$ cat config.mk
export PLATFORM = sky130hd
export DESIGN_NAME = timer_core
export DESIGN_NICKNAME = d
export VERILOG_FILES = /design/src/mem_bus_settings.svh /design/src/mem_bus_pkg.sv /design/src/timer_core.sv
export SDC_FILE = /design/constraint.sdc
export NUM_CORES = 1
export LEC_CHECK = 0
export BUFFER_PORTS_ARGS = -buffer_cell sky130_fd_sc_hd__buf_2
export CAP_MARGIN = 20
export CORE_MARGIN = 5
export CORE_UTILIZATION = 50
export CTS_CLUSTER_SIZE = 20
export DETAILED_ROUTE_END_ITERATION = 10
export PLACE_DENSITY = 0.92
export SLEW_MARGIN = 30
export SYNTH_ARGS = -nofsm -noshare
export SYNTH_HDL_FRONTEND = slang
export SYNTH_SLANG_ARGS = --single-unit
$ cat constraint.sdc
create_clock -name clk -period 2.4 [get_ports clk]
set_input_delay 0.12 -clock clk [delete_from_list [all_inputs] [get_ports clk]]
set_output_delay 0.12 -clock clk [all_outputs]
set_load 0.01 [all_outputs]
$ cat src/mem_bus_settings.svh
// Sizes and base bytes for the memory bus; RAM size must be a power of two bytes, at least 8
`ifndef MEM_BUS_SETTINGS_SVH
`define MEM_BUS_SETTINGS_SVH

// --------------------------------------------------
// Block RAM
// --------------------------------------------------
// Size in bytes, word count is a quarter of this
`define BLOCK_RAM_BYTES 4096

// --------------------------------------------------
// Peripheral base bytes (address bits 31..24)
// --------------------------------------------------
`define RAM_BASE   8'h00
// Timer register block
`define TIMER_BASE 8'h10

`endif

$ cat src/mem_bus_pkg.sv
// Bus types for the look-ahead slave side; field order inside the structs is the wire order
`default_nettype none

package mem_bus_pkg;

    // --------------------------------------------------
    // Plain widths
    // --------------------------------------------------
    // Data word
    typedef logic [31:0] word_t;
    // Byte address
    typedef logic [31:0] addr_t;
    // Byte-lane write enables
    typedef logic [3:0]  wstrb_t;
    // Peripheral select byte, addr[31:24]
    typedef logic [7:0]  base_t;

    // --------------------------------------------------
    // Bus structs
    // --------------------------------------------------
    // Look-ahead request, 70 bits
    typedef struct packed {
        logic   read;
        logic   write;
        addr_t  addr;
        word_t  wdata;
        wstrb_t wstrb;
    } la_req_t;

    // Return path, 33 bits, all zero when idle
    typedef struct packed {
        logic  ready;
        word_t rdata;
    } mem_ret_t;

    // Timer control bits from the register block
    typedef struct packed {
        logic enable;
        logic irq_en;
    } timer_ctrl_t;

endpackage

`default_nettype wire

$ cat src/timer_core.sv
// Counter wraps to zero after reaching compare; match is sticky, set beats clear in one cycle
`timescale 1ns/1ps
`default_nettype none

module timer_core (
    input  wire                      clk,
    input  wire                      reset,
    input  mem_bus_pkg::timer_ctrl_t ctrl,
    input  mem_bus_pkg::word_t       compare,
    input  wire                      load,
    input  mem_bus_pkg::word_t       load_value,
    input  wire                      clear_match,
    output mem_bus_pkg::word_t       count,
    output logic                     match,
    output logic                     timer_irq
);
    import mem_bus_pkg::*;

    word_t count_next;
    logic  hit;

    // Compare hit only while running and not being loaded
    assign hit = ctrl.enable && !load && (count == compare);

    // --------------------------------------------------
    // Next count
    // --------------------------------------------------
    always_comb begin
        count_next = count;
        if (load) begin
            count_next = load_value;
        end else if (ctrl.enable) begin
            count_next = (count == compare) ? '0 : count + 1'b1;
        end
    end

    always_ff @(posedge clk) begin
        if (reset) begin
            count     <= '0;
            match     <= 1'b0;
            timer_irq <= 1'b0;
        end else begin
            count <= count_next;
            if (hit) begin
                match <= 1'b1;
            end else if (clear_match) begin
                match <= 1'b0;
            end
            // One cycle behind match
            timer_irq <= match && ctrl.irq_en;
        end
    end

endmodule

`default_nettype wire

[After elaboration in Yosys (flattened, before gate mapping)]
Cells that the tools add are included.
Word-level totals
  output and inout port bits: 34
  flip-flop bits (word level): 34
  word-level logic and storage cells: 16
Cells by class
  reduce and logical (&&, ||, !) cells: 6
  add/sub/neg operators: 1
  equality and inequality tests: 1
  mux-type cells: 5
Operator list (number)
  $mux 32: 3
  $add 32x1->32 const B: 1
  $eq 32x32->1: 1
  $reduce_bool 2->1: 2
  $logic_and 1x1->1: 3
  $mux 1: 2
  $logic_not 1->1: 1

[Longest topological paths before layout]
  depth in word-level cells: 4
  mapped depth: 7
  mapped depth without buffers: 6

[Least setup slack after synthesis]
Ideal clock, no wire load.
  path kind: register to register
  start point: register count[0]
  end point: register count[28]
  library setup time: 0.088 ns
  arrival time: 1.794 ns
  path buffers: 1
  cell stages (with the launch flop): 8
  slack: 0.517 ns
  path through: dfxtp_1 ha_1 nand3_1 nor4_4 buf_6 nand4_1 xor2_1 o32ai_2
On the way
  word-level cells in the longest chain between the ends: 4
RTL lines
  start: declaration: line timer_core.sv:13  | output mem_bus_pkg::word_t count,
  start signal: assignment: line timer_core.sv:43  | count <= count_next;
  $add 32x1->32 / $eq 32x32->1 (equally long branches): line timer_core.sv:33  | count_next = (count == compare) ? '0 : count + 1'b1;
  $mux 32 (*): line timer_core.sv:33
  $mux 32 (*): line timer_core.sv:32  | end else if (ctrl.enable) begin
  $mux 32 (*): line timer_core.sv:30  | if (load) begin
Every way passes the cells marked *; elsewhere a longest branch is shown, timed or not. The select of a mux whose other input is x is not followed.
A chain may end at the register's enable or synchronous reset.

[Worst setup path in the final report]
  start point: register count[7]
  end point: register count[29]
Same word-level chain as after synthesis.

==> impl_metrics.tcl <==
set metrics [dict create \
    status "complete, no violations" \
    hold_buffers 0 \
    syn_avg_cell_area_um2 8.738 \
    numCtsBuffers 5 \
    cp_slowest_cell "dfxtp_1" \
    grt_max_degree 31 \
    period_needed_ns 2.213 \
    grt_setup_unrepaired "no" \
    critical_path_class "flip-flop to flip-flop" \
    drc 0 \
    final_cells 476 \
    synth_flop_cell "dfxtp_1" \
    dp_hpwl_um 6750 \
    cp.required_ns 2.55 \
    power-per-cell-area_nw_per_um2 457.2 \
    arrival_ns 2.37 \
    grt_pass1_vias 2957 \
    path_max_fanout 16 \
    layout_common_cells "buf_2, xnor2_1, dfxtp_1, a21oi_1, nand2_1" \
    worstMarginPinSlew_ns 0.6828 \
    fin_skew_ns 0.005641 \
    pwr-share-comb_pct 23.4 \
    ir_drop_uv 231.2 \
    cts_tree "built" \
    slew_violations 0 \
    first_iter_violations 332 \
    cts-resized-gates 0 \
    cts_setup_buffers 0 \
    power.switching_mw 0.4788 \
    die_h_um 83.84 \
    initial_core_util_pct 52.38 \
    hp-class "input port to flip-flop" \
    finish.utilization_pct 64.88 \
    avgRoutedWirePerCell_um 18.92 \
    cp-end-kind "flip-flop" \
    final_common_cell "buf_2" \
    antenna_left 0 \
    async_flop_share_pct 0 \
    core_region_area_um2 5205 \
    port_buffers 103 \
    finalSetupViolations 0 \
    hold_violations 0 \
    finalNetCount 476 \
    place_congestion 0.9723 \
    setup_tns_ns 0 \
    vias 2985 \
    row_count 26 \
    grt-ovfl-total 0 \
    fmaxAchievable_mhz 451.9 \
    ctsHtreeMaxLevel 2 \
    antenna_found_initial 0 \
    clk_path_buf_depth 2 \
    die_x_um 83.84 \
    yosys_warnings 0 \
    die_area_um2 7029 \
    synth_top_area_share_pct 24.97 \
    netSwitchingFraction_pct 31.01 \
    syn_nets 383 \
    netlist_area_um2 2726 \
    synth_edf_count 0 \
    synth_top_area_cell "dfxtp_1" \
    grt_usage_pct 25.02 \
    synth-seq-cells 34 \
    intPower_mw 1.065 \
    crit_family "simple AND/OR/NAND/NOR gates" \
    p_clk_share_pct 32.7 \
    max_cap_viol_count 0 \
    cpPeakStageDelay_ns 0.52 \
    clkLatencyLatePin_ns 0.29 \
    synth_cell_type_count 45 \
    cts.sinks 34 \
    areaGrowthSynthToFinish_pct 23.86 \
    pin_count 104 \
    synth.area.top_cells "dfxtp_1, xnor2_1, nor3b_1" \
    seqPwrFrac_pct 44.0 \
    start_kind "flip-flop" \
    leakage_nw 1.369 \
    root_buffer "clkbuf_8" \
    maxSlewHeadroom_pct 54.39 \
    clkTransAtPathRegs_ns 0.07 \
    fillCellCount 441 \
    drtPass1Iterations 5 \
    seq_area_frac_synth_pct 24.97 \
    path_buf_inv 1 \
    drt_wl_total_um 9007 \
    synthCells 312 \
    dpl.cell_count 468 \
    diodes 0 \
    crit_chain "xnor2_1 -> nand4_1 -> nor4_2 -> and2_1 -> buf_12 -> o32ai_2" \
    viasPerCell 6.271 \
    finalCritPeriodShare_pct 92.21 \
    drive_gt1_share_pct 34.98 \
    grt_pass1_wl_um 14420 \
]
[metal layers]
| layer | wire (um) | GRT usage [%] |
|---|---|---|
| met5 | 0 | 0 |
| met4 | 344 | 12.57 |
| met3 | 875 | 5.331 |
| met2 | 4273 | 41.29 |
| met1 | 3513 | 30.56 |
[path summary, 6_finish.rpt]
check | endpoint | slack (ns) | depth (start not counted) | from
max | count[29] | 0.19 | 6 | count[7]
min | count[10] | 0.03 | 3 | load_value[10]
max reg2reg | count[29] | 0.19 | 6 | count[7]
min reg2reg | timer_irq | 0.45 | 2 | match
[cells by family (layout without fill, tap and decap cells)]
kind of cell	count (synthesis)	in the layout	synth area share [%]
AND/OR/NAND/NOR	121	121	29.42
AO/OA/AOI/OAI	71	71	21.66
XOR/XNOR	52	52	16.71
flip-flops	34	34	24.97
buffers and inverters	33	127	6.791
adder cells (fa/ha/maj)	1	1	0.4589
[power by group through the flow]
stage,registers (mW),logic (mW),clock network [mW]
floorplan,0.680,0.206,0
global placement,0.683,0.345,0
CTS,0.675,0.356,0.507
global route,0.684,0.388,0.527
detailed placement,0.687,0.354,0
finish,0.679,0.361,0.505
[state kept, by name (all words and copies together) (netlist names)]
name / count
match: 1
count: 32
timer_irq: 1
[cells in the mapped netlist, types with 7 or more instances]
library cell / count
a21oi_1: 24
a32oi_1: 10
and3_1: 7
buf_2: 7
clkbuf_1: 8
dfxtp_1: 34
nand2_1: 21
nand3_1: 11
nand4_1: 18
nor2_1: 9
nor3b_1: 20
o32ai_1: 12
o32ai_2: 9
xnor2_1: 38
xor2_1: 14
[stage by stage]
| stage | area [um^2] | hold slack [ns] | setup slack (ns) | total power, mW |
|---|---|---|---|---|
| after CTS | 3372 | 0.03201 | 0.2281 | 1.537 |
| after detailed placement | 3262 | 0.3325 | 0.2669 | 1.041 |
| final | 3377 | 0.03338 | 0.1869 | 1.544 |
| after global placement | 3262 | 0.3269 | 0.4072 | 1.028 |
| after floorplan | 2726 | 0.2366 | 0.5174 | 0.8858 |
| after global routing | 3377 | 0.03523 | 0.1345 | 1.599 |
[cell type report]
class	instances	area, um^2	area share [%]
clock buffers	8	110.1	3.260
inverters	4	15.01	0.4446
multi-input cells	245	1866	55.24
flip-flops and latches	34	680.7	20.16
well taps	70	87.58	2.594
repair buffers	115	618.1	18.30
[tightest hold or removal path: cells and delay by family]
kind / cells / cell delay, ns
simple gates: 1 / 0.05
buf+inv: 1 / 0.08
compound gates: 1 / 0.05
Power figures use the tool's default switching activity.
