**src/mem_bus_settings.svh**
```systemverilog
// Sizes and base bytes for the memory bus; RAM size must be a power of two bytes, at least 8
`ifndef MEM_BUS_SETTINGS_SVH
`define MEM_BUS_SETTINGS_SVH

// --------------------------------------------------
// Block RAM
// --------------------------------------------------
// Size in bytes, word count is a quarter of this
`define BLOCK_RAM_BYTES 4096

// --------------------------------------------------
// Peripheral base bytes (address bits 31..24)
// --------------------------------------------------
`define RAM_BASE   8'h00
// Timer register block
`define TIMER_BASE 8'h10

`endif

```
**src/mem_bus_pkg.sv**
```systemverilog
// Bus types for the look-ahead slave side; field order inside the structs is the wire order
`default_nettype none

package mem_bus_pkg;

    // --------------------------------------------------
    // Plain widths
    // --------------------------------------------------
    // Data word
    typedef logic [31:0] word_t;
    // Byte address
    typedef logic [31:0] addr_t;
    // Byte-lane write enables
    typedef logic [3:0]  wstrb_t;
    // Peripheral select byte, addr[31:24]
    typedef logic [7:0]  base_t;

    // --------------------------------------------------
    // Bus structs
    // --------------------------------------------------
    // Look-ahead request, 70 bits
    typedef struct packed {
        logic   read;
        logic   write;
        addr_t  addr;
        word_t  wdata;
        wstrb_t wstrb;
    } la_req_t;

    // Return path, 33 bits, all zero when idle
    typedef struct packed {
        logic  ready;
        word_t rdata;
    } mem_ret_t;

    // Timer control bits from the register block
    typedef struct packed {
        logic enable;
        logic irq_en;
    } timer_ctrl_t;

endpackage

`default_nettype wire

```
**src/timer_regs.sv**
```systemverilog
// Timer registers at word offsets 0..3 from addr[3:2], higher bits alias; byte strobes ignored
`timescale 1ns/1ps
`default_nettype none

module timer_regs (
    input  wire                      clk,
    input  wire                      reset,
    input  wire                      sel,
    input  mem_bus_pkg::la_req_t     req,
    output mem_bus_pkg::mem_ret_t    ret,
    output mem_bus_pkg::timer_ctrl_t ctrl,
    output mem_bus_pkg::word_t       compare,
    output logic                     load,
    output mem_bus_pkg::word_t       load_value,
    output logic                     clear_match,
    input  mem_bus_pkg::word_t       count,
    input  wire                      match
);
    import mem_bus_pkg::*;

    // --------------------------------------------------
    // Register map
    // --------------------------------------------------
    localparam logic [1:0] OFS_CTRL    = 2'd0;
    localparam logic [1:0] OFS_COMPARE = 2'd1;
    localparam logic [1:0] OFS_COUNT   = 2'd2;
    localparam logic [1:0] OFS_STATUS  = 2'd3;

    logic [1:0] ofs;
    logic       wr;
    logic       ready_q;
    logic       rd_q;
    word_t      rdata_q;
    word_t      rd_mux;

    assign ofs = req.addr[3:2];
    // Whole-word write to this block
    assign wr  = sel && req.write;

    // Control and compare
    always_ff @(posedge clk) begin
        if (reset) begin
            ctrl    <= '0;
            compare <= '0;
        end else begin
            if (wr && ofs == OFS_CTRL) begin
                ctrl <= '{enable: req.wdata[0], irq_en: req.wdata[1]};
            end
            if (wr && ofs == OFS_COMPARE) begin
                compare <= req.wdata;
            end
        end
    end

    // Counter acts on these at the sampling edge
    assign load        = wr && (ofs == OFS_COUNT);
    assign load_value  = req.wdata;
    assign clear_match = wr && (ofs == OFS_STATUS) && req.wdata[0];

    // --------------------------------------------------
    // Read side
    // --------------------------------------------------
    always_comb begin
        case (ofs)
            OFS_CTRL:    rd_mux = {30'd0, ctrl.irq_en, ctrl.enable};
            OFS_COMPARE: rd_mux = compare;
            OFS_COUNT:   rd_mux = count;
            default:     rd_mux = {31'd0, match};
        endcase
    end

    always_ff @(posedge clk) begin
        if (reset) begin
            ready_q <= 1'b0;
            rd_q    <= 1'b0;
        end else begin
            ready_q <= sel && (req.read || req.write);
            rd_q    <= sel && req.read;
        end
        rdata_q <= rd_mux;
    end

    assign ret = '{ready: ready_q, rdata: rd_q ? rdata_q : '0};

endmodule

`default_nettype wire

```
**config.mk**
```make
export PLATFORM = sky130hd
export DESIGN_NAME = timer_regs
export DESIGN_NICKNAME = d
export VERILOG_FILES = /design/src/mem_bus_settings.svh /design/src/mem_bus_pkg.sv /design/src/timer_regs.sv
export SDC_FILE = /design/constraint.sdc
export NUM_CORES = 1
export LEC_CHECK = 0
export BUFFER_PORTS_ARGS = -buffer_cell sky130_fd_sc_hd__buf_2
export CAP_MARGIN = 20
export CORE_MARGIN = 1
export CORE_UTILIZATION = 42
export CTS_CLUSTER_SIZE = 20
export DETAILED_ROUTE_END_ITERATION = 8
export GPL_TIMING_DRIVEN = 0
export PLACE_DENSITY_LB_ADDON = 0.25
export SYNTH_ARGS = -nofsm -noshare
export SYNTH_HDL_FRONTEND = slang
export SYNTH_SLANG_ARGS = --single-unit
```
**constraint.sdc**
```tcl
create_clock -name clk -period 1.19 [get_ports clk]
set_input_delay 0 -clock clk [delete_from_list [all_inputs] [get_ports clk]]
set_output_delay 0 -clock clk [all_outputs]
set_load 0.01 [all_outputs]
```
==> After elaboration in Yosys (flattened, before gate mapping) <==
Index checks and enable logic that the tools add are counted.
{ "totals": {"n_memories": 0, "latchBits": 0, "reg_bits": 68, "output_inout_bits": 101, "in_bits": 106, "ramBits": 0, "wordCells": 21, "mem_bits_ro": 0} }
{ "classes": {"mul": 0, "n_eq_ne": 3, "div_mod_pow": 0, "magnitude_cmp": 0, "n_addsub": 0, "shifts": 0, "n_bitwise": 0, "n_mux": 2, "n_reduce_logical": 10} }
{ "op_table": {"columns": ["cell", "n"], "rows": [
  ["$pmux W32 S3", 1],
  ["$mux W32", 1],
  ["$logic_and A1 B1 Y1", 8],
  ["$eq A2 B2 Y1 const B", 2],
  ["$eq A2 B1 Y1 const B", 1],
  ["$logic_not A2 Y1", 1],
  ["$logic_or A1 B1 Y1", 1]
]} }

==> Depth between registers and ports, before layout <==
{ "depth": {"depth_word": 3, "depth_mapped": 5, "mapped_depth_nobuf": 2} }

==> Least setup slack after synthesis <==
OpenSTA, ideal clock, no wires.
{ "synth_path": {"path_kind": "register -> register", "start": "register ctrl[1] (netlist name)", "end": "register rdata_q[0]", "setup_ns": 0.135, "arrival_ns": 0.762, "path_slack_ns": 0.294, "period_less_slack_ns": 0.896, "stages_incl_launch_ff": 2, "required_ns": 1.055, "path_buffers": 0, "path_cell_list": "dfxtp_1 > mux4_2"} }
{ "synth_between": {"elab_chain_len": 1} }
{ "synth_lines": {"columns": ["element", "line_no", "rtl"], "rows": [
  ["start, declared", "timer_regs.sv:11", "output mem_bus_pkg::timer_ctrl_t ctrl,"],
  ["start signal, assigned", "timer_regs.sv:47", "ctrl <= '{enable: req.wdata[0], irq_en: req.wdata[1]};"],
  ["$pmux W32 S3", "timer_regs.sv:64", "case (ofs)"],
  ["via rd_mux[0]", "timer_regs.sv:34", "word_t rd_mux;"],
  ["end signal, assigned", "timer_regs.sv:80", "rdata_q <= rd_mux;"],
  ["end, declared", "timer_regs.sv:33", "word_t rdata_q;"]
]} }
The timed path passes the listed nets, and every way through them passes these cells.
A chain may end at the register's enable or synchronous reset.

==> Final worst setup path <==
{ "layout_path": {"start": "input port sel", "end": "register rd_q"} }
{ "layout_between": {"elab_chain_len": 1} }
{ "layout_lines": {"columns": ["element", "line_no", "rtl"], "rows": [
  ["start, declared", "timer_regs.sv:8", "input wire sel,"],
  ["$logic_and A1 B1 Y1", "timer_regs.sv:78", "rd_q <= sel && req.read;"],
  ["end signal, assigned", "timer_regs.sv:78", null],
  ["end, declared", "timer_regs.sv:32", "logic rd_q;"]
]} }
Every way passes these cells.

==> metrics.md <==
| Metric | Value |
|---|---|
| Status | `complete, but fails checks` |
| Failing checks | `setup timing` |
| Max VDD drop | `702.9 uV` |
| Most common library cells after synthesis | `dfxtp_1 (68), nand2b_1 (66), mux2i_1 (35)` |
| Endpoints failing setup | `1` |
| Xor/xnor share of the synthesized area | `0%` |
| Register area share after synthesis | `44.35%` |
| Synth Register Bits | `68` |
| Syn_nets | `404` |
| Layout cells sized above 1 | `42.31%` |
| DRC viols | `0` |
| CP max-delay cell | `dlygate4sd3_1` |
| Worst reg-to-reg path cell count | `1` |
| Relative slew slack | `72.90%` |
| Most frequent CP cell | `dlygate4sd3_1` |
| Most area-consuming cells after synthesis | `dfxtp_1 (44%), nand2b_1 (13%), mux2i_1 (11%)` |
| Max Freq | `834.2 MHz` |
| Die Span Y | `87.49 microns` |
| Final hold slack | `29.55 ps` |
| Power Density | `1012 mW/mm^2` |
| Detailed-route via count | `2,962` |
| RSZ-0062 raised after global routing | `no` |
| Critical Path Max Stage Delay | `540 ps` |
| IO Pins | `207` |
| Core area | `0.006944 sq mm` |
| Max clock buf depth | `2` |
| Yosys cell types | `23` |
| ANT nets after route | `0` |
| Yosys top cell area share | `44.35%` |
| Arr. time, crit path | `1410 ps` |
| Post-synth EDFFs | `0` |
| Fin cells | `649` |
| Die width | `87.49 microns` |
| Post-Syn Area | `0.003069 sq mm` |
| Diode count | `0` |
| Vias in the first global route | `2,878` |
| CP Depth | `4` |
| Post-Syn Area per Cell | `10.30 sq um` |
| Vias/cell | `4.564` |
| Setup TNS | `-8.813 ps` |
| Clk root buf | `clkbuf_8` |
| Path type of the worst min-delay path | `primary input to register` |
| GR Util All Layers | `23.82%` |
| Worst-Skew Late Latency | `320 ps` |
| H-tree levels | `3` |
| Largest area contributor in the netlist | `dfxtp_1` |
| Largest net degree at the start of global routing | `11` |
| Clk sinks | `68` |
| Die area | `0.007654 sq mm` |
| CP cell instances | `dlygate4sd3_1 -> buf_2 -> and3b_1 -> dlygate4sd3_1` |
| Post-synthesis mux area share | `12.15%` |
| Reg2reg setup slack | `300 ps` |
| Mapped Cells | `298` |
| Synth Area in Compound Gates | `8.846%` |
| Clock transition at the registers of the reported paths | `70 ps` |
| FILL cells | `517` |
| Placement Setup Slack | `74.48 ps` |
| Final WL | `9.154 mm` |
| Detailed-route wire length per cell | `14.10 microns` |
| Yosys warns | `0` |
| Most common cell in the netlist | `dfxtp_1` |
| Largest family of logic cells by synthesized area | `simple AND/OR/NAND/NOR gates` |
| Crit path capture type | `register` |
| Area Overhead vs Synth | `61.52%` |
| Effective utilization at floorplan | `44.20%` |
| Post-DP HPWL | `5.716 mm` |
| Initial DRC count | `46` |
| Clock Skew | `4.194 ps` |
| Initial antenna violation count | `0` |
| Reg2Reg Launch Point | `compare[0]` |
| Final WS setup | `-8.813 ps` |
| Bufs and invs on worst path | `3` |
| Post-synthesis adder-cell area fraction | `0%` |
| First-pass GRT wire length | `13.70 mm` |
| Required time of the critical path | `1400 ps` |
| CP top delay family | `buffers and inverters` |
| Row count | `30` |
| Critical path peak fanout | `6` |
| Num CTS Buffers | `9` |
| Detailed Routing Iterations Pass 1 | `4` |
| Worst slew pin tran | `406.5 ps` |
| Synth Flop Type | `dfxtp_1` |
| GP Congestion | `0.7347` |
| Worst R2R End | `rdata_q[0]` |
| Grt total ovfl | `0` |
| Fraction of registers with async set or reset after synthesis | `0%` |
| Final min period | `1199 ps` |
| CP endpoint | `rd_q` |
| Critical Path Start Type | `primary input` |
| Placed insts | `564` |
| Final #Nets | `655` |
| Critical path type | `primary input to register` |
| Number of max-cap violations | `0` |
| Final worst-path cycle share | `100.7%` |
| Leakage | `2.449 nW` |
| Post-CTS Setup Bufs | `0` |
| Simple-gate share of the synthesized area | `22.38%` |
| Slew Limit Fails | `0` |
| CTS tree | `yes` |
| Final hold violation count | `0` |
| CP Launch Point | `sel` |
| Port Buffer Count | `170` |
-- report_power, final --
group / switching [mW] / internal, mW
Sequential: 0.0310 / 2.35
Clock: 0.820 / 0.973
Combinational: 0.338 / 0.503
-- placed cells by master, fill, tap and decap left out, drive strengths merged --
master | synthesis | routed
dlygate4sd3 | 0 | 70
nand2 | 1 | 1
and2 | 32 | 32
nand3 | 1 | 1
buf | 43 | 216
clkinv | 0 | 1
a22o | 30 | 30
mux4 | 1 | 1
nand4bb | 1 | 1
mux2i | 35 | 35
nand2b | 66 | 66
o2bb2ai | 1 | 1
clkbuf | 11 | 22
and3 | 1 | 1
nor2 | 2 | 2
and3b | 1 | 1
dfxtp | 68 | 68
and2b | 1 | 1
and4b | 1 | 1
nor3b | 1 | 1
nor2b | 1 | 1
-- state kept, by name (all words and copies together) (netlist names) --
signal   flops
rd_q         1
compare     32
ready_q      1
ctrl         2
rdata_q     32
-- layer usage --
layer | up-vias | routed length (microns) | GRT usage, %
li1 | 1466 | - | -
met1 | 1372 | 3789 | 26.20
met2 | 109 | 4797 | 44.67
met3 | 15 | 401 | 4.076
met4 | 0 | 166 | 10.13
met5 | - | 0 | 0
-- worst min-delay path by stage --
stage	startpoint	end	slack (ps)	cells past startpoint
2_1_floorplan	req[39]	rdata_q[1]	90	1
3_3_place_gp	count[31]	rdata_q[31]	210	2
3_5_place_dp	count[1]	rdata_q[1]	210	2
4_1_cts	req[39]	rdata_q[0]	5	2
5_1_grt	req[39]	rdata_q[0]	20	2
6_report	req[39]	rdata_q[0]	30	2
-- layout make-up --
class                      instances  area (sq um)  area share (%)
sequential                        68          1365           27.54
multi-input combinational        176          1334           26.91
clock buffer                      14         182.7           3.685
clock inverter                     1         5.005          0.1010
buffer                            54         399.1           8.052
timing repair buffer             240          1551           31.30
tap                               96         120.1           2.423
-- stage by stage --
step | utilization (%) | instance area, sq um | power, mW
after floorplan | - | 3069 | 2.786
after global placement | 58.18 | 4040 | 3.068
after detailed placement | 58.18 | 4040 | 3.080
after CTS | 71.15 | 4941 | 5.042
after global routing | 71.39 | 4957 | 5.227
final | 71.39 | 4957 | 5.017
-- cells by family after synthesis --
group	count (synthesis)
buffers and inverters	54
multiplexers	36
AND/OR/NAND/NOR	109
AO/OA/AOI/OAI	31
flip-flops	68
-- repair_timing --
action	4_1_cts	5_1_grt
setup endpoints to repair	30	31
resized for setup	7	8
endpoints found under the hold margin	68	0
hold buffers	70	0
No activity file was read; power rests on OpenSTA's default activity.
