==> src/mem_bus_settings.svh <==
// Sizes and base bytes for the memory bus; RAM size must be a power of two bytes, at least 8
`ifndef MEM_BUS_SETTINGS_SVH
`define MEM_BUS_SETTINGS_SVH

// --------------------------------------------------
// Block RAM
// --------------------------------------------------
// Size in bytes, word count is a quarter of this
`define BLOCK_RAM_BYTES 4096

// --------------------------------------------------
// Peripheral base bytes (address bits 31..24)
// --------------------------------------------------
`define RAM_BASE   8'h00
// Timer register block
`define TIMER_BASE 8'h10

`endif

==> src/mem_bus_pkg.sv <==
// Bus types for the look-ahead slave side; field order inside the structs is the wire order
`default_nettype none

package mem_bus_pkg;

    // --------------------------------------------------
    // Plain widths
    // --------------------------------------------------
    // Data word
    typedef logic [31:0] word_t;
    // Byte address
    typedef logic [31:0] addr_t;
    // Byte-lane write enables
    typedef logic [3:0]  wstrb_t;
    // Peripheral select byte, addr[31:24]
    typedef logic [7:0]  base_t;

    // --------------------------------------------------
    // Bus structs
    // --------------------------------------------------
    // Look-ahead request, 70 bits
    typedef struct packed {
        logic   read;
        logic   write;
        addr_t  addr;
        word_t  wdata;
        wstrb_t wstrb;
    } la_req_t;

    // Return path, 33 bits, all zero when idle
    typedef struct packed {
        logic  ready;
        word_t rdata;
    } mem_ret_t;

    // Timer control bits from the register block
    typedef struct packed {
        logic enable;
        logic irq_en;
    } timer_ctrl_t;

endpackage

`default_nettype wire

==> src/bus_decoder.sv <==
// Decodes addr[31:24] only; targets must hold their returns at zero while not answering
`timescale 1ns/1ps
`default_nettype none
`include "mem_bus_settings.svh"

module bus_decoder (
    input  wire                   clk,
    input  wire                   reset,
    input  mem_bus_pkg::la_req_t  req,
    output logic                  ram_sel,
    output logic                  tmr_sel,
    input  mem_bus_pkg::mem_ret_t ram_ret,
    input  mem_bus_pkg::mem_ret_t tmr_ret,
    output mem_bus_pkg::mem_ret_t ret
);
    import mem_bus_pkg::*;

    base_t    base;
    logic     strobe;
    logic     unmapped_q;
    mem_ret_t unmapped_ret;

    // --------------------------------------------------
    // Target select
    // --------------------------------------------------
    // Peripheral byte of the address
    assign base = req.addr[31:24];

    assign ram_sel = (base == `RAM_BASE);
    assign tmr_sel = (base == `TIMER_BASE);

    assign strobe = req.read || req.write;

    // --------------------------------------------------
    // Unmapped answer
    // --------------------------------------------------
    // Keeps the core from hanging on a stray address
    always_ff @(posedge clk) begin
        if (reset) begin
            unmapped_q <= 1'b0;
        end else begin
            unmapped_q <= strobe && !ram_sel && !tmr_sel;
        end
    end

    // Ready only, data stays zero
    assign unmapped_ret = '{ready: unmapped_q, rdata: '0};

    // --------------------------------------------------
    // Return merge
    // --------------------------------------------------
    // Idle targets return zero so a plain OR is enough
    assign ret = ram_ret | tmr_ret | unmapped_ret;

endmodule

`default_nettype wire

==> config.mk <==
export PLATFORM = sky130hd
export DESIGN_NAME = bus_decoder
export DESIGN_NICKNAME = d
export VERILOG_FILES = /design/src/mem_bus_pkg.sv /design/src/bus_decoder.sv
export VERILOG_INCLUDE_DIRS = /design/src
export SDC_FILE = /design/constraint.sdc
export NUM_CORES = 1
export LEC_CHECK = 0
export BUFFER_PORTS_ARGS = -buffer_cell sky130_fd_sc_hd__buf_2
export CORE_AREA = 2 2 68 70
export DETAILED_ROUTE_END_ITERATION = 16
export DIE_AREA = 0 0 70 72
export PLACE_DENSITY = 0.64
export SLEW_MARGIN = 20
export SYNTH_ARGS = -nofsm -noshare
export SYNTH_HDL_FRONTEND = slang
export SYNTH_SLANG_ARGS = --single-unit
==> constraint.sdc <==
create_clock -name clk -period 1.19 [get_ports clk]
set_clock_uncertainty 0.05 [all_clocks]
set_input_delay 0.119 -clock clk [delete_from_list [all_inputs] [get_ports clk]]
set_output_delay 0.119 -clock clk [all_outputs]
set_load 0.005 [all_outputs]
Word-level counts from Yosys, hierarchy flattened

Cells that the tools add are included.

Bits in registers: 1
Bits of input ports: 138
Output and inout bits: 35

Equality and inequality tests: 1
Bitwise logic cells: 2
Reductions and logical operators: 6

Operators by type and width:

| kind                 | count |
|---|---|
| $or A33 B33 Y33      | 2 |
| $eq A8 B5 Y1 const B | 1 |
| $logic_not A8 Y1     | 1 |
| $logic_and A1 B1 Y1  | 2 |
| $logic_not A1 Y1     | 2 |
| $logic_or A1 B1 Y1   | 1 |

Longest topological paths before layout

Gate-level depths: netlist of run 1.

Depth after elaboration: 4
Gate-level depth with buffers: 2

Least setup slack after synthesis of run 1

Ideal clock, no wire load.

Path type: in2reg
Start point: input port req[62] in the netlist's numbering
End point: register unmapped_q
Library setup time: 119 ps
Data arrival time: 863 ps
Setup slack: 158 ps
Cell stages on the path: 2
Cell sequence: or4_4 -> o221a_1

Longest elaborated chain between the ends: 4
Elaborated cells on any way between the ends: 6
Classes of those cells: 1 x eq/ne; 5 x reduce/logical

RTL lines:

| element                    | line              | RTL |
|---|---|---|
| from (decl)                | bus_decoder.sv:9  | `input mem_bus_pkg::la_req_t req,` |
| $logic_not A8 Y1 (no line) | -                 |  |
| $logic_not A1 Y1           | bus_decoder.sv:42 | `unmapped_q <= strobe && !ram_sel && !tmr_sel;` |
| $logic_and A1 B1 Y1        | bus_decoder.sv:42 |  |
| $logic_and A1 B1 Y1 (*)    | bus_decoder.sv:42 |  |
| to (signal assigned)       | bus_decoder.sv:42 |  |
| to (decl)                  | bus_decoder.sv:20 | `logic unmapped_q;` |

Mark *: on every way between the ends. The rest lies on a longest branch, timed or not.
A chain may end at the register's enable or synchronous reset.

Final worst setup path of run 1

Start point: input port req[62] in the netlist's numbering
End point: output port ram_sel

Longest elaborated chain between the ends: 1

RTL lines:

| element                    | line              | RTL |
|---|---|---|
| $logic_not A8 Y1 (no line) | -                 |  |
| to (decl)                  | bus_decoder.sv:10 | `output logic ram_sel,` |

Every way passes these cells.

==> results.md, run 1 <==
| Parameter | Value | Unit |
|:---|:---|:---|
| 1st-pass router iterations | 2 | - |
| Fillcell total | 486 | - |
| Number of enable flip-flop cells after synthesis | 0 | - |
| CP peak stage delay | 0.55 | ns |
| Min Clock Period, post-route | 1.23 | ns |
| Detailed-route via count | 698 | - |
| Most used standard cells in the synthesized netlist | sky130_fd_sc_hd__or2_2, sky130_fd_sc_hd__inv_1, sky130_fd_sc_hd__nor3_1, sky130_fd_sc_hd__or3_1 | - |
| Post-Synthesis Net Count | 179 | - |
| Post-route DRC violation count | 0 | - |
| Largest registers | unmapped_q x1 | - |
| Register with the highest flop count | unmapped_q | - |
| Area growth from synthesis to layout | 235 | % |
| Most instantiated flip-flop cell in the synthesis netlist | sky130_fd_sc_hd__dfxtp_1 | - |
| Area fraction of the dominant cell type after synthesis | 0.734 | - |
| Clock-pin slew of the registers on the worst-case setup and hold paths | 0 | ns |
| Avg Inst Size Synth | 6.65 | um2 |
| Post-CTS setup buffer count | 0 | - |
| Max_slew headroom | 0.909 | - |
| Total Negative Setup Slacks | -0.0682 | ns |
| Residual antenna-violating net count after detailed routing | 0 | - |
| Mapped Area | 273 | um2 |
| Path type of the worst setup path | input port to output pin | - |
| Worst Path Required | 1.02 | ns |
| Worst Max-Slew Pin Slew | 0.137 | ns |
| Unrepaired setup endpoints after global routing | yes | - |
| Wire per inst | 8.56 | um |
| Cells after Synth | 41 | - |
| Net count, final | 293 | - |
| Depth of the worst hold-timing path | 3 | - |
| Synthesized-area fraction occupied by ao, oa, aoi and oai cells | 0.0413 | - |
| Cell type with the largest total area after synthesis | sky130_fd_sc_hd__or2_2 | - |
| Post-synthesis share of cell area spent on and, or, nand and nor gates | 0.858 | - |
| Setup Viol. Count Final | 2 | - |
| Starting Density | 0.0640 | - |
| Die height | 72 | um |
| Leading cell types by total area after synthesis | sky130_fd_sc_hd__or2_2, sky130_fd_sc_hd__dfxtp_1, sky130_fd_sc_hd__or3_1 | - |
| Area of the die | 0.00504 | mm2 |
| Hold bufs inserted after CTS | 0 | - |
| Cells along the critical path | buf_6, or4_4, nor3_2, buf_2 | - |
| Final weighted congestion of routability-driven global placement | 0.629 | - |
| Dominant combinational cell family by area after synthesis | simple AND/OR/NAND/NOR gates | - |
| LEAKAGE | 0.523 | nW |
| Wire length of the first global-routing pass | 2400 | um |
| Buffers on Ports | 112 | - |
| Final Hold Vio Count | 0 | - |
| Worst endpoint data arrival time | 1.06 | ns |
| Startpoint class of the critical path | input port | - |
| Number of flip-flops under the largest register name | 1 | - |
| Type of the tightest min-delay check | input port to register | - |
| Average vias per placed instance | 3.40 | - |
| Number of global-route vias before repair | 576 | - |
| Utilization of the core after routing | 0.214 | - |
| Critical Path Fanout Max | 3 | - |
| Min setup slack post-route | -0.0372 | ns |
| Failing checks | setup timing | - |
| Synthesized-area fraction occupied by adder cells | 0 | - |
| Sequential-to-total area share from yosys stat | 0.0734 | - |
| Final critical-path share of the clock period | 1.03 | - |
| Fraction of final layout cells with drive strength greater than 1 | 0.961 | - |
| Congestion Overflow GR | 0 | - |
| Max Clk Rate | 815 | MHz |
| Critical-path top delay cell | sky130_fd_sc_hd__or4_4 | - |
| Wirelength, routed | 1760 | um |
| Detailed Place HPWL | 1730 | um |
| Die Width | 70 | um |
| GRT Overall Usage | 0.0563 | - |
| Power per cell area | 296 | mW/mm2 |
| Number of max-slew violations in the final report | 0 | - |
| Share of synthesized area spent on multiplexers | 0 | - |
| Number of antenna violations at the first check in global routing | 0 | - |
| IR drop worst, VDD | 0.000150 | V |
| Most common cell in the netlist | sky130_fd_sc_hd__or2_2 | - |
| Worst hold margin | 0.338 | ns |
| Top Ports | 173 | - |
| Number of synthesized register bits | 1 | - |
| Element type at the critical path end | output pin | - |
| Parity-gate share of the synthesized area counting xor and xnor cells | 0 | - |
| Status | finished, violations left | - |
| Antenna Cells | 0 | - |
| Synth cell types | 7 | - |
| Number of max-cap violations | 0 | - |
| Area of the core region | 0.00426 | mm2 |
| Largest net degree at the start of global routing | 4 | - |
| Number of standard-cell rows in the floorplan | 24 | - |
| Share of synthesized registers carrying an async set or reset | 0 | - |
| Ys Warns | 0 | - |
| Number of violations reported at the end of detailed-routing iteration 0 | 6 | - |
[power breakdown]
| part | total [mW] | leakage [nW] | internal (mW) | switching [mW] |
|---|---|---|---|---|
| clock network | 0 | 0 | 0 | 0 |
| logic | 0.233 | 0.514 | 0.165 | 0.0676 |
| registers | 0.0379 | 0.00841 | 0.0366 | 0.00130 |
[per-layer routing]
metal | global-route usage | wire [um] | vias to the layer above
met5 | 0 | 0 | -
met4 | 0 | 0 | 0
met3 | 0.0139 | 301 | 0
met2 | 0.120 | 885 | 69
met1 | 0.0585 | 568 | 275
li1 | - | - | 354
[worst max-delay path, delay by kind of cell]
kind / cells / cell delay (ns)
simple gates: 2 / 0.73
buf+inv: 2 / 0.22
[area by class of cell]
class | instances | area (um2) | area share
inverters | 2 | 7.51 | 0.00821
multi-input cells | 38 | 255 | 0.279
repair buffers | 112 | 567 | 0.620
flip-flops and latches | 1 | 20.0 | 0.0219
well taps | 52 | 65.1 | 0.0711
[final timing paths]
| check | endpoint | start | slack (ns) |
|---|---|---|---|
| setup / recovery | ram_sel | req[62] | -0.04 |
| hold / removal | unmapped_q$_SDFF_PP0_ | reset | 0.34 |
[timing repair]
action / 4_1_cts / 5_1_grt
pin swaps: 0 / 2
resized for setup: 3 / 0
setup endpoints to repair: 2 / 3
gates cloned: 0 / 0
[layout by cell type (no fill, tap or decap)]
cell                      instances
sky130_fd_sc_hd__buf_2          111
sky130_fd_sc_hd__or2_2           32
sky130_fd_sc_hd__or3_1            2
sky130_fd_sc_hd__nor3_2           2
sky130_fd_sc_hd__inv_1            2
sky130_fd_sc_hd__or4_4            1
sky130_fd_sc_hd__o221a_1          1
sky130_fd_sc_hd__buf_6            1
sky130_fd_sc_hd__dfxtp_1          1
[per-stage QoR]
step	power [mW]	worst slack, ns	cells	cell area [um2]
6_report	0.271	-0.0372	205	915
3_5_place_dp	0.272	-0.0407	205	898
3_3_place_gp	0.268	-0.0381	205	898
2_1_floorplan	0.103	0.158	41	273
5_1_grt	0.299	-0.0802	205	915
4_1_cts	0.276	-0.0254	205	915
[kinds of logic after synthesis]
group / after synthesis
simple gates: 37
buf+inv: 2
flops: 1
compound gates: 1
Note: power is estimated with default switching activity, not from simulation.
==> run 2, diff against run 1 <==
--- a/config.mk
+++ b/config.mk
@@ -8,9 +8,10 @@
 export LEC_CHECK = 0
 export BUFFER_PORTS_ARGS = -buffer_cell sky130_fd_sc_hd__buf_2
 export CORE_AREA = 2 2 68 70
+export CTS_BUF_LIST = sky130_fd_sc_hd__clkbuf_16
 export DETAILED_ROUTE_END_ITERATION = 16
 export DIE_AREA = 0 0 70 72
-export PLACE_DENSITY = 0.64
+export PLACE_DENSITY = 0.66
 export SLEW_MARGIN = 20
 export SYNTH_ARGS = -nofsm -noshare
 export SYNTH_HDL_FRONTEND = slang
==> constraint.sdc (replaced) <==
create_clock -name clk -period 1.05 [get_ports clk]
set_clock_uncertainty 0.05 [all_clocks]
set_input_delay 0.105 -clock clk [delete_from_list [all_inputs] [get_ports clk]]
set_output_delay 0.105 -clock clk [all_outputs]
set_load 0.005 [all_outputs]
==> run 2 against run 1 <==
Effect of this change:
- the run still ends with setup timing left
- setup slack got worse by 0.098 ns
- worst hold slack worse by 0.013 ns
- first-iteration DRC count down 50%
- core utilization unchanged
- sequential power is 13% higher
- critical endpoint unchanged
- largest cell class unchanged
==> results.md, run 2 (synthesized netlist as in run 1, its figures left out) <==
| Parameter | Value | Unit |
|:---|:---|:---|
| Top Ports | 173 | - |
| Number of max-slew violations in the final report | 0 | - |
| Net count, final | 293 | - |
| Power per cell area | 339 | mW/mm2 |
| Number of max-cap violations | 0 | - |
| Type of the tightest min-delay check | input port to register | - |
| Min setup slack post-route | -0.136 | ns |
| Family with the most delay on the worst path | simple AND/OR/NAND/NOR gates | - |
| Fraction of final layout cells with drive strength greater than 1 | 0.961 | - |
| Starting Density | 0.0640 | - |
| Startpoint class of the critical path | input port | - |
| Number of global-route vias before repair | 615 | - |
| Path type of the worst setup path | input port to output pin | - |
| Setup Viol. Count Final | 3 | - |
| Clock-pin slew of the registers on the worst-case setup and hold paths | 0 | ns |
| LEAKAGE | 0.523 | nW |
| Number of flip-flops under the largest register name | 1 | - |
| Max_slew headroom | 0.907 | - |
| Final Hold Vio Count | 0 | - |
| Number of antenna violations at the first check in global routing | 0 | - |
| Fillcell total | 480 | - |
| HP Start | reset | - |
| Wire per inst | 8.92 | um |
| Met3 usage | 0.0139 | - |
| Most frequent standard cell in the layout excluding fill and tap cells | sky130_fd_sc_hd__buf_2 | - |
| Cells after DPL | 205 | - |
| Average vias per placed instance | 3.39 | - |
| Unrepaired setup endpoints after global routing | yes | - |
| Worst Path Required | 0.89 | ns |
| Flip-flop and latch area | 20.0 | um2 |
| Element type at the critical path end | output pin | - |
| Worst-case hold path end point | unmapped_q$_SDFF_PP0_ | - |
| Final critical-path share of the clock period | 1.13 | - |
| 1st-pass router iterations | 2 | - |
| Commonest cells after routing, fill and taps aside | sky130_fd_sc_hd__buf_2, sky130_fd_sc_hd__or2_2, sky130_fd_sc_hd__or3_1, sky130_fd_sc_hd__nor3_2, sky130_fd_sc_hd__inv_1 | - |
| Antenna Cells | 0 | - |
| Largest net degree at the start of global routing | 4 | - |
| CP peak stage delay | 0.55 | ns |
| Worst endpoint data arrival time | 1.03 | ns |
| IR drop worst, VDD | 0.000199 | V |
| Failing checks | setup timing | - |
| Cell area after layout | 915 | um2 |
| Global-route track usage on met2 | 0.126 | - |
| GRT Overall Usage | 0.0598 | - |
| Worst Max-Slew Pin Slew | 0.140 | ns |
| Wirelength, routed | 1830 | um |
| Die Width | 70 | um |
| Number of cells on the critical path | 4 | - |
| Critical-path top delay cell | sky130_fd_sc_hd__or4_4 | - |
| Register with the highest flop count | unmapped_q | - |
| Area of the core region | 0.00426 | mm2 |
| Depth of the worst hold-timing path | 3 | - |
| Detailed Place HPWL | 1790 | um |
| Buffers on Ports | 112 | - |
| Final weighted congestion of routability-driven global placement | 0.682 | - |
| Post-route DRC violation count | 0 | - |
| Non-filler cells, final | 205 | - |
| Max Clk Rate | 843 | MHz |
| Wire length of the first global-routing pass | 2530 | um |
| Largest registers | unmapped_q x1 | - |
| Residual antenna-violating net count after detailed routing | 0 | - |
| Met1 usage | 0.0635 | - |
| Area growth from synthesis to layout | 235 | % |
| Congestion Overflow GR | 0 | - |
| Global route hottest layer | met2 | - |
| Die height | 72 | um |
| Buf/Inv on CP | 2 | - |
| Post-CTS setup buffer count | 0 | - |
| Critical Path Fanout Max | 3 | - |
| Hold bufs inserted after CTS | 0 | - |
| Status | finished, violations left | - |
| Number of violations reported at the end of detailed-routing iteration 0 | 3 | - |
| Min Clock Period, post-route | 1.19 | ns |
| Number of standard-cell rows in the floorplan | 24 | - |
| Cells along the critical path | buf_6, or4_4, nor3_2, buf_2 | - |
| Detailed-route via count | 694 | - |
| Multi-input logic area | 255 | um2 |
| Post-place instance area | 898 | um2 |
| Area of the die | 0.00504 | mm2 |
[run 2: final cells by class]
type	count	share of cell area
inverter	2	0.00821
multi-input combinational	38	0.279
sequential	1	0.0219
tap	52	0.0711
timing repair buffer	112	0.620
[run 2: worst max path at each step]
stage                     startpoint               endpoint  slack (ns)
final                        req[62]                ram_sel       -0.14
after global placement       req[62]                tmr_sel       -0.15
after CTS                    req[62]                ram_sel       -0.14
after detailed placement     req[62]                ram_sel       -0.17
after floorplan              req[62]  unmapped_q$_SDFF_PP0_        0.03
after global routing         req[62]                ram_sel       -0.17
[run 2: metal layers]
metal	part of all wire	up-vias	routed length, um
met4	0	0	0
met3	0.15	0	266
li1	-	354	-
met2	0.51	69	938
met1	0.34	271	623
met5	0	-	0
[run 2: worst min-delay path, stage by stage]
cell,delay [ns]
sky130_fd_sc_hd__buf_2,0.08
sky130_fd_sc_hd__inv_1,0.03
sky130_fd_sc_hd__o221a_1,0.10
[run 2: repair_timing]
item	CTS	global route
pin swaps	1	0
gates resized for setup	3	0
setup endpoints to repair	3	3
[run 2: power by group]
| part | total [mW] | internal [mW] | switching (mW) |
|---|---|---|---|
| Clock | 0 | 0 | 0 |
| Sequential | 0.0427 | 0.0415 | 0.00123 |
| Combinational | 0.267 | 0.188 | 0.0795 |
[run 2: through the flow]
stage	util	setup TNS [ns]	hold WS (ns)	power, mW	setup slack [ns]
after CTS	0.214	-0.383	0.335	0.316	-0.144
after detailed placement	0.211	-0.437	0.335	0.311	-0.166
after global routing	0.214	-0.452	0.359	0.341	-0.173
after global placement	0.211	-0.401	0.334	0.305	-0.149
after floorplan	-	0	0.196	0.117	0.0319
final	0.214	-0.357	0.325	0.310	-0.136
